--- config.mk ---
export PLATFORM = sky130hd
export DESIGN_NAME = gcode_parser
export DESIGN_NICKNAME = d
export VERILOG_FILES = /design/src/hdl/gcode_pkg.sv /design/src/hdl/subparser_out_if.sv /design/src/hdl/circular_subparser.sv /design/src/hdl/gcode_parser.sv /design/src/hdl/gcode_parser_ctrl.sv /design/src/hdl/linear_subparser.sv /design/src/hdl/mode_subparser.sv /design/src/hdl/subparser_output_chooser.sv
export VERILOG_INCLUDE_DIRS = /design/src /design/src/hdl
export SDC_FILE = /design/constraint.sdc
export NUM_CORES = 1
export LEC_CHECK = 0
export BUFFER_PORTS_ARGS = -buffer_cell sky130_fd_sc_hd__buf_2
export CELL_PAD_IN_SITES_DETAIL_PLACEMENT = 0
export CELL_PAD_IN_SITES_GLOBAL_PLACEMENT = 1
export CORE_AREA = 5 5 145 147
export CTS_CLUSTER_DIAMETER = 40
export CTS_CLUSTER_SIZE = 8
export DETAILED_ROUTE_END_ITERATION = 16
export DIE_AREA = 0 0 150 152
export PLACE_DENSITY_LB_ADDON = 0.1
export SETUP_SLACK_MARGIN = 0.05
export SYNTH_ARGS = -nofsm -noshare
export SYNTH_HDL_FRONTEND = slang
export SYNTH_SLANG_ARGS = --single-unit
export TNS_END_PERCENT = 1
--- constraint.sdc ---
create_clock -name clk -period 7.07 [get_ports clk]
set_clock_uncertainty 0.2 [all_clocks]
set_input_delay 1.0605 -clock clk [delete_from_list [all_inputs] [get_ports clk]]
set_output_delay 1.0605 -clock clk [all_outputs]
set_load 0.005 [all_outputs]
--- src/hdl/gcode_cfg.svh ---
`ifndef GCODE_CFG_SVH
`define GCODE_CFG_SVH

// ==========================================================================
// Widths shared by the parser blocks.
// ==========================================================================

// Width of the G-code command number.
// Wide enough for G90 and G91.
`define GCODE_CMD_BITS 7

// Width of one signed coordinate.
// Sums wrap at this width.
`define COORD_BITS 16

// Coordinates are two's complement.
// Arithmetic on them wraps, with no saturation.

`endif

--- src/hdl/gcode_pkg.sv ---
`include "gcode_cfg.svh"

package gcode_pkg;

	// ======================================================================
	// Command numbers.
	// ======================================================================

	// Supported G codes.
	// Any other value is an unknown command.
	typedef enum logic [`GCODE_CMD_BITS-1:0] {
		G00 = 7'd0,
		G01 = 7'd1,
		G02 = 7'd2,
		G03 = 7'd3,
		G90 = 7'd90,
		G91 = 7'd91
	} gcode_cmd_e;

	// Motion opcodes handed to the motion side.
	typedef enum logic [2:0] {
		OP_NONE,
		OP_RAPID,
		OP_LINEAR,
		OP_ARC_CW,
		OP_ARC_CCW
	} op_code_e;

	// One parsed operation.
	// Center is zero unless the opcode is an arc.
	typedef struct packed {
		op_code_e                        opcode;
		logic signed [`COORD_BITS-1:0]   end_x;
		logic signed [`COORD_BITS-1:0]   end_y;
		logic signed [`COORD_BITS-1:0]   center_x;
		logic signed [`COORD_BITS-1:0]   center_y;
	} op_st;

	// Controller FSM states.
	typedef enum logic [1:0] {
		IDLE,
		PARSE,
		EMIT
	} ctrl_state_e;

endpackage : gcode_pkg

--- src/hdl/subparser_out_if.sv ---
`include "gcode_cfg.svh"

interface subparser_out_if;
	import gcode_pkg::*;

	// Operation from one subparser.
	op_st op;

	// Position after the command.
	logic signed [`COORD_BITS-1:0] new_x;
	logic signed [`COORD_BITS-1:0] new_y;

	// Set when the position must be written.
	logic update;

	// Subparser side.
	modport source (output op, new_x, new_y, update);

	// Chooser and controller side.
	modport sink (input op, new_x, new_y, update);

endinterface : subparser_out_if

--- src/hdl/circular_subparser.sv ---
`include "gcode_cfg.svh"

module circular_subparser (
	input  logic [`GCODE_CMD_BITS-1:0]        cmd,
	input  logic                              relative,
	input  logic signed [`COORD_BITS-1:0]     x_q,
	input  logic signed [`COORD_BITS-1:0]     y_q,
	input  logic signed [`COORD_BITS-1:0]     i_q,
	input  logic signed [`COORD_BITS-1:0]     j_q,
	input  logic signed [`COORD_BITS-1:0]     pos_x,
	input  logic signed [`COORD_BITS-1:0]     pos_y,
	subparser_out_if.source                   out
);
	import gcode_pkg::*;

	logic signed [`COORD_BITS-1:0] end_x;
	logic signed [`COORD_BITS-1:0] end_y;
	logic signed [`COORD_BITS-1:0] center_x;
	logic signed [`COORD_BITS-1:0] center_y;
	op_st                          op;

	// ======================================================================
	// Arc geometry.
	// ======================================================================

	// End point follows the mode, as for lines.
	always_comb begin
		if (relative) begin
			end_x = pos_x + x_q;
			end_y = pos_y + y_q;
		end else begin
			end_x = x_q;
			end_y = y_q;
		end
	end

	// I and J are offsets from the start point.
	// This holds in both modes.
	assign center_x = pos_x + i_q;
	assign center_y = pos_y + j_q;

	// Direction from the command.
	// G02 clockwise, G03 counter-clockwise.
	always_comb begin
		op = '{opcode: OP_ARC_CCW, default: '0};
		if (cmd == G02)
			op.opcode = OP_ARC_CW;
		op.end_x = end_x;
		op.end_y = end_y;
		op.center_x = center_x;
		op.center_y = center_y;
	end

	// The arc ends on its end point.
	assign out.op = op;
	assign out.new_x = end_x;
	assign out.new_y = end_y;
	assign out.update = 1'b1;

endmodule : circular_subparser

--- src/hdl/gcode_parser.sv ---
`include "gcode_cfg.svh"

module gcode_parser (
	input  logic                              clk,
	input  logic                              reset,
	input  logic                              cmd_valid,
	input  logic [`GCODE_CMD_BITS-1:0]        cmd,
	input  logic signed [`COORD_BITS-1:0]     arg_x,
	input  logic signed [`COORD_BITS-1:0]     arg_y,
	input  logic signed [`COORD_BITS-1:0]     arg_i,
	input  logic signed [`COORD_BITS-1:0]     arg_j,
	output logic                              busy,
	output logic                              op_valid,
	output gcode_pkg::op_st                   op,
	output logic signed [`COORD_BITS-1:0]     pos_x,
	output logic signed [`COORD_BITS-1:0]     pos_y,
	output logic                              relative
);

	// Latched command and arguments.
	logic                          parse;
	logic [`GCODE_CMD_BITS-1:0]    cmd_q;
	logic signed [`COORD_BITS-1:0] x_q;
	logic signed [`COORD_BITS-1:0] y_q;
	logic signed [`COORD_BITS-1:0] i_q;
	logic signed [`COORD_BITS-1:0] j_q;

	// One bundle per subparser, plus the chosen one.
	subparser_out_if lin_if ();
	subparser_out_if circ_if ();
	subparser_out_if mode_if ();
	subparser_out_if chosen_if ();

	gcode_parser_ctrl ctrl_inst (
		.clk(clk), .reset(reset), .cmd_valid(cmd_valid), .cmd(cmd),
		.arg_x(arg_x), .arg_y(arg_y), .arg_i(arg_i), .arg_j(arg_j),
		.chosen(chosen_if.sink), .busy(busy), .op_valid(op_valid), .op(op),
		.pos_x(pos_x), .pos_y(pos_y), .parse(parse), .cmd_q(cmd_q),
		.x_q(x_q), .y_q(y_q), .i_q(i_q), .j_q(j_q)
	);

	// Mode register lives here.
	mode_subparser mode_inst (
		.clk(clk), .reset(reset), .parse(parse), .cmd(cmd_q),
		.relative(relative), .out(mode_if.source)
	);

	linear_subparser lin_inst (
		.cmd(cmd_q), .relative(relative), .x_q(x_q), .y_q(y_q),
		.pos_x(pos_x), .pos_y(pos_y), .out(lin_if.source)
	);

	circular_subparser circ_inst (
		.cmd(cmd_q), .relative(relative), .x_q(x_q), .y_q(y_q),
		.i_q(i_q), .j_q(j_q), .pos_x(pos_x), .pos_y(pos_y),
		.out(circ_if.source)
	);

	subparser_output_chooser chooser_inst (
		.cmd(cmd_q), .lin_in(lin_if.sink), .circ_in(circ_if.sink),
		.mode_in(mode_if.sink), .out(chosen_if.source)
	);

endmodule : gcode_parser

--- src/hdl/gcode_parser_ctrl.sv ---
`include "gcode_cfg.svh"

module gcode_parser_ctrl (
	input  logic                              clk,
	input  logic                              reset,
	input  logic                              cmd_valid,
	input  logic [`GCODE_CMD_BITS-1:0]        cmd,
	input  logic signed [`COORD_BITS-1:0]     arg_x,
	input  logic signed [`COORD_BITS-1:0]     arg_y,
	input  logic signed [`COORD_BITS-1:0]     arg_i,
	input  logic signed [`COORD_BITS-1:0]     arg_j,
	subparser_out_if.sink                     chosen,
	output logic                              busy,
	output logic                              op_valid,
	output gcode_pkg::op_st                   op,
	output logic signed [`COORD_BITS-1:0]     pos_x,
	output logic signed [`COORD_BITS-1:0]     pos_y,
	output logic                              parse,
	output logic [`GCODE_CMD_BITS-1:0]        cmd_q,
	output logic signed [`COORD_BITS-1:0]     x_q,
	output logic signed [`COORD_BITS-1:0]     y_q,
	output logic signed [`COORD_BITS-1:0]     i_q,
	output logic signed [`COORD_BITS-1:0]     j_q
);
	import gcode_pkg::*;

	ctrl_state_e state;
	ctrl_state_e next_state;
	logic        accept;

	// ======================================================================
	// Sequencing.
	// ======================================================================

	// New work only from IDLE.
	// Commands during busy are lost.
	assign accept = cmd_valid && (state == IDLE);

	always_comb begin
		next_state = state;
		case (state)
		IDLE:  if (cmd_valid) next_state = PARSE;
		PARSE: next_state = EMIT;
		EMIT:  next_state = IDLE;
		default: next_state = IDLE;
		endcase
	end

	always_ff @(posedge clk) begin
		if (reset)
			state <= IDLE;
		else
			state <= next_state;
	end

	// Busy over PARSE and EMIT.
	assign busy = (state != IDLE);
	// One-cycle strobe to the subparsers.
	assign parse = (state == PARSE);

	// Command capture.
	always_ff @(posedge clk) begin
		if (accept) begin
			cmd_q <= cmd;
			x_q <= arg_x;
			y_q <= arg_y;
			i_q <= arg_i;
			j_q <= arg_j;
		end
	end

	// ======================================================================
	// Result and position.
	// ======================================================================

	// Registered at the end of PARSE.
	// Visible with op_valid in EMIT.
	always_ff @(posedge clk) begin
		if (reset) begin
			op_valid <= 1'b0;
			op <= '{opcode: OP_NONE, default: '0};
			pos_x <= '0;
			pos_y <= '0;
		end else begin
			op_valid <= parse;
			if (parse) begin
				op <= chosen.op;
				// Mode commands leave the position alone.
				if (chosen.update) begin
					pos_x <= chosen.new_x;
					pos_y <= chosen.new_y;
				end
			end
		end
	end

endmodule : gcode_parser_ctrl

--- src/hdl/linear_subparser.sv ---
`include "gcode_cfg.svh"

module linear_subparser (
	input  logic [`GCODE_CMD_BITS-1:0]        cmd,
	input  logic                              relative,
	input  logic signed [`COORD_BITS-1:0]     x_q,
	input  logic signed [`COORD_BITS-1:0]     y_q,
	input  logic signed [`COORD_BITS-1:0]     pos_x,
	input  logic signed [`COORD_BITS-1:0]     pos_y,
	subparser_out_if.source                   out
);
	import gcode_pkg::*;

	logic signed [`COORD_BITS-1:0] end_x;
	logic signed [`COORD_BITS-1:0] end_y;
	op_st                          op;

	// ======================================================================
	// End point.
	// ======================================================================

	// Relative mode adds to the current position.
	// Wraps at the coordinate width.
	always_comb begin
		if (relative) begin
			end_x = pos_x + x_q;
			end_y = pos_y + y_q;
		end else begin
			end_x = x_q;
			end_y = y_q;
		end
	end

	// ======================================================================
	// Operation.
	// ======================================================================

	// G00 is rapid, G01 is feed.
	// The chooser only routes those two here.
	always_comb begin
		op = '{opcode: OP_LINEAR, default: '0};
		if (cmd == G00)
			op.opcode = OP_RAPID;
		op.end_x = end_x;
		op.end_y = end_y;
	end

	// Line moves always land on their end point.
	assign out.op = op;
	assign out.new_x = end_x;
	assign out.new_y = end_y;
	assign out.update = 1'b1;

endmodule : linear_subparser

--- src/hdl/mode_subparser.sv ---
`include "gcode_cfg.svh"

module mode_subparser (
	input  logic                       clk,
	input  logic                       reset,
	input  logic                       parse,
	input  logic [`GCODE_CMD_BITS-1:0] cmd,
	output logic                       relative,
	subparser_out_if.source            out
);
	import gcode_pkg::*;

	// Absolute/relative mode register.
	// Written only on the parse strobe.
	always_ff @(posedge clk) begin
		if (reset) begin
			relative <= 1'b0;
		end else if (parse) begin
			case (cmd)
			G90: relative <= 1'b0;
			G91: relative <= 1'b1;
			// Unknown codes keep the current mode.
			default: relative <= relative;
			endcase
		end
	end

	// No motion for mode and unknown commands.
	// Position stays put.
	assign out.op = '{opcode: OP_NONE, default: '0};
	assign out.new_x = '0;
	assign out.new_y = '0;
	assign out.update = 1'b0;

endmodule : mode_subparser

--- src/hdl/subparser_output_chooser.sv ---
`include "gcode_cfg.svh"

module subparser_output_chooser (
	input  logic [`GCODE_CMD_BITS-1:0] cmd,
	subparser_out_if.sink              lin_in,
	subparser_out_if.sink              circ_in,
	subparser_out_if.sink              mode_in,
	subparser_out_if.source            out
);
	import gcode_pkg::*;

	// Route one subparser by command code.
	// Operation and update fields move together.
	always_comb begin
		case (cmd)
		G00, G01: begin
			out.op = lin_in.op;
			out.new_x = lin_in.new_x;
			out.new_y = lin_in.new_y;
			out.update = lin_in.update;
		end
		G02, G03: begin
			out.op = circ_in.op;
			out.new_x = circ_in.new_x;
			out.new_y = circ_in.new_y;
			out.update = circ_in.update;
		end
		// G90, G91 and unknown codes.
		default: begin
			out.op = mode_in.op;
			out.new_x = mode_in.new_x;
			out.new_y = mode_in.new_y;
			out.update = mode_in.update;
		end
		endcase
	end

endmodule : subparser_output_chooser

==> metrics.md <==
| Metric | Value |
|---|---|
| Drt drc | `0` |
| Mapped Area | `8648 um^2` |
| CTS tree | `done` |
| Actual slew at the worst max-slew pin | `1189 ps` |
| Post-DRT Antenna Nets | `0` |
| # diodes | `0` |
| Combinational fraction of design power | `0.070` |
| Worst-path clk slew | `70 ps` |
| Syn Area/Cell | `10.02 um^2` |
| Net Sw Frac | `0.2522` |
| Largest net degree at the start of global routing | `77` |
| Internal | `0.001620 W` |
| DRT Pass-1 Iters | `5` |
| Final setup violation count | `0` |
| Register bit total from synthesis | `174` |
| Hold WC Path Type | `reg2reg` |
| Max Cap Viol | `0` |
| Clock buffer depth | `2` |
| Syn-to-layout area delta | `19.63%` |
| Top Family by Delay on Critical Path | `simple AND/OR/NAND/NOR gates` |
| Vias | `6802` |
| CTS root buf | `clkbuf_16` |
| CP required | `7220 ps` |
| Average routed wire per standard cell | `17.03 um` |
| Fmax | `291.0 MHz` |
| Netlist cell types | `74` |
| Top_reg_cell synth | `dfxtp_1` |
| CTS HTree Levels | `4` |
| CP peak stage delay | `830 ps` |
| CP max-delay cell | `and2_1` |
| Grt ovf | `0` |
| Number of nets in the layout | `1165` |
| Crit-path cells | `nand2b_2, or3_4, nor4_4, buf_4, and2_1, nand2_1, o21ai_1` |
| Die area | `22800 um^2` |
| Final Cycle Share | `0.4861` |
| PortBufs | `175` |
| Rel. slew slack | `0.2072` |
| Hold_buf cts | `0` |
| CP startpoint kind | `flop` |
| Die Y | `152 um` |
| Switching pwr | `0.0005464 W` |
| Clk Latency, worst-skew pair | `430 ps` |
| Slew Limit Fails | `0` |
| Initial antenna violation count | `3` |
| Status | `complete, no violations` |
| GPL Wtd Cong | `0.8116` |
| CP Buf/Inv Count | `1` |
| CTS buffer count | `17` |
| Cell leakage power | `4.414 nW` |
| IO Count | `176` |
| Pwr Density | `209.4 nW/um^2` |
| Final WL | `22310 um` |
| Clock sinks | `174` |
| DIE WIDTH | `150 um` |
| Syn_nets | `1001` |
| Core ar. | `19780 um^2` |
| Vias in the first global route | `6704` |
| Layout cell share with drive strength beyond 1 | `0.2308` |
| Total Routing Usage GR | `0.1975` |
| VDD IR max | `0.0001897 V` |
| Reg power frac | `0.506` |
| First-pass GRT wire length | `35830 um` |
| Worst Setup End Kind | `flop` |
| Hold Fails Final Rpt | `0` |
| Worst EP arrival | `3590 ps` |
| Initial core utilization | `0.4372` |
| Critical-path maximum fanout | `44` |
| Power Total | `0.002167 W` |
| Post-synthesis cell count | `863` |
| Asr flop ratio synth | `0` |
| Synth warn | `0` |
| Post-Route Setup TNS | `0 ps` |
| Sequential-to-total area share from yosys stat | `0.4850` |
| DR iter-0 viols | `323` |
| Clock group share of total power | `0.424` |
| Post-CTS resize count | `0` |
| RSZ-0062 raised after global routing | `no` |
| Min Tclk post-route | `3437 ps` |
| Final hold slack | `239.7 ps` |
| Final HPWL DP | `15690 um` |
| Post-synth EDFFs | `71` |
| Via density | `5.192` |
| Postcts setup bufs | `0` |
| Number of placement rows | `52` |
| Crit path kind | `reg2reg` |
## sequential cells by signal, summed over array words and instances, names as in the netlist, 2 cells and up
| register | count |
|---|---|
| ctrl_inst.state | 2 |
| ctrl_inst.op | 67 |
| ctrl_inst.cmd_q | 7 |
| ctrl_inst.x_q | 16 |
| ctrl_inst.pos_x | 16 |
| ctrl_inst.y_q | 16 |
| ctrl_inst.i_q | 16 |
| ctrl_inst.pos_y | 16 |
| ctrl_inst.j_q | 16 |
## per-layer routing
layer | share of wire | global-route usage
met2 | 0.48 | 0.3277
met1 | 0.46 | 0.2626
met5 | 0.0018 | 0
met4 | 0.0066 | 0.03224
met3 | 0.054 | 0.05422
## final timing paths
path	start	end	slack [ps]	cells after the start
max	ctrl_inst.state[1]	ctrl_inst.op[30]	3630	7
max reg2reg	ctrl_inst.state[1]	ctrl_inst.op[30]	3630	7
min	ctrl_inst.op[63]	ctrl_inst.op[63]	240	2
min reg2reg	ctrl_inst.op[63]	ctrl_inst.op[63]	240	2
## worst register-to-register path, delay by kind of cell, from the launching register on
family | cells | cell delay, ps
AND/OR/NAND/NOR | 5 | 2130
AO/OA/AOI/OAI | 1 | 270
flip-flops | 1 | 300
buffers and inverters | 1 | 460
## through the flow
step,worst slack (ps),utilization,instance area [um^2],cells
2_1_floorplan,2313,-,8648,863
3_3_place_gp,3677,0.4940,9771,1278
3_5_place_dp,3567,0.4940,9771,1278
4_1_cts,3552,0.5231,10350,1310
5_1_grt,3364,0.5231,10350,1310
6_report,3633,0.5231,10350,1310
## layout make-up
class | instances | area, um^2
clock buffers | 18 | 439.2
clock inverters | 14 | 136.4
fillers | 1927 | 9433
inverters | 22 | 82.58
multi-input cells | 631 | 4234
flip-flops and latches | 174 | 4195
well taps | 270 | 337.8
repair buffers | 181 | 920.9
## cell usage after synthesis (3+ instances only)
master    instances  area [um^2]
dfxtp_1         103         2062
nand2_1          93        349.1
nor2_1           81        304.0
a21oi_1          80        400.4
edfxtp_1         71         2132
ha_1             60        750.7
o21ai_1          33        165.2
xnor2_1          27        236.5
clkbuf_1         23        86.33
inv_1            22        82.58
a22oi_1          21        157.7
a211oi_1         20        150.1
o21ai_0          20        100.1
a21o_1           16        120.1
nor3_1           16        80.08
mux2i_1          13        130.1
xor2_1           13        113.9
nand3_1          12        60.06
a31oi_1          11        68.82
buf_2            10        50.05
nor2b_1           9        56.30
o21a_1            8        60.06
o31ai_1           6        45.04
nand2b_1          5        31.28
or3_1             5        31.28
a211o_1           4        35.03
fa_1              4        80.08
o211ai_1          4        30.03
a22o_1            3        26.28
and2_1            3        18.77
and3_1            3        18.77
buf_1             3        11.26
nand4_1           3        18.77
nor4b_1           3        26.28
o21bai_1          3        22.52
o31a_1            3        26.28
or2_2             3        18.77
## power groups by stage
stage               combinational [W]  sequential [W]  clock [W]
floorplan                    0.000101         0.00112          0
global placement             0.000151         0.00112          0
detailed placement           0.000153         0.00112          0
CTS                          0.000154         0.00110   0.000940
global route                 0.000172         0.00110   0.000988
finish                       0.000153         0.00110   0.000918
## cell families after synthesis
| logic type | synth area share |
|---|---|
| AOI/OAI and AO/OA | 0.1978 |
| xor gates and xnor gates | 0.04051 |
| adders and majority gates | 0.09607 |
| buffers and inverters | 0.02662 |
| DFF | 0.4850 |
| muxes | 0.01939 |
| and+or+nand+nor | 0.1347 |
## placed cells by master (no fill, tap or decap), types with 4 or more instances in the layout
cell type  Yosys  layout
xor2_1        13      13
o21ai_0       20      20
nor2b_1        9       9
o21a_1         8       8
nand2_1       93      93
xnor2_1       27      27
o211ai_1       4       4
a211o_1        4       4
ha_1          60      60
buf_4          0       6
nor2_1        81      80
nand3_1       12      12
o21ai_1       33      33
inv_6          0       4
mux2i_1       13      13
nor3_1        16      16
nand2b_1       5       4
edfxtp_1      71      71
a21o_1        16      16
a31oi_1       11      11
a21oi_1       80      80
or3_1          5       5
inv_8          0       6
fa_1           4       4
dfxtp_1      103     102
o31ai_1        6       6
inv_1         22      22
a22oi_1       21      21
buf_2         10     175
clkbuf_16      0      17
a211oi_1      20      20
(Power assumes the default switching activity.)
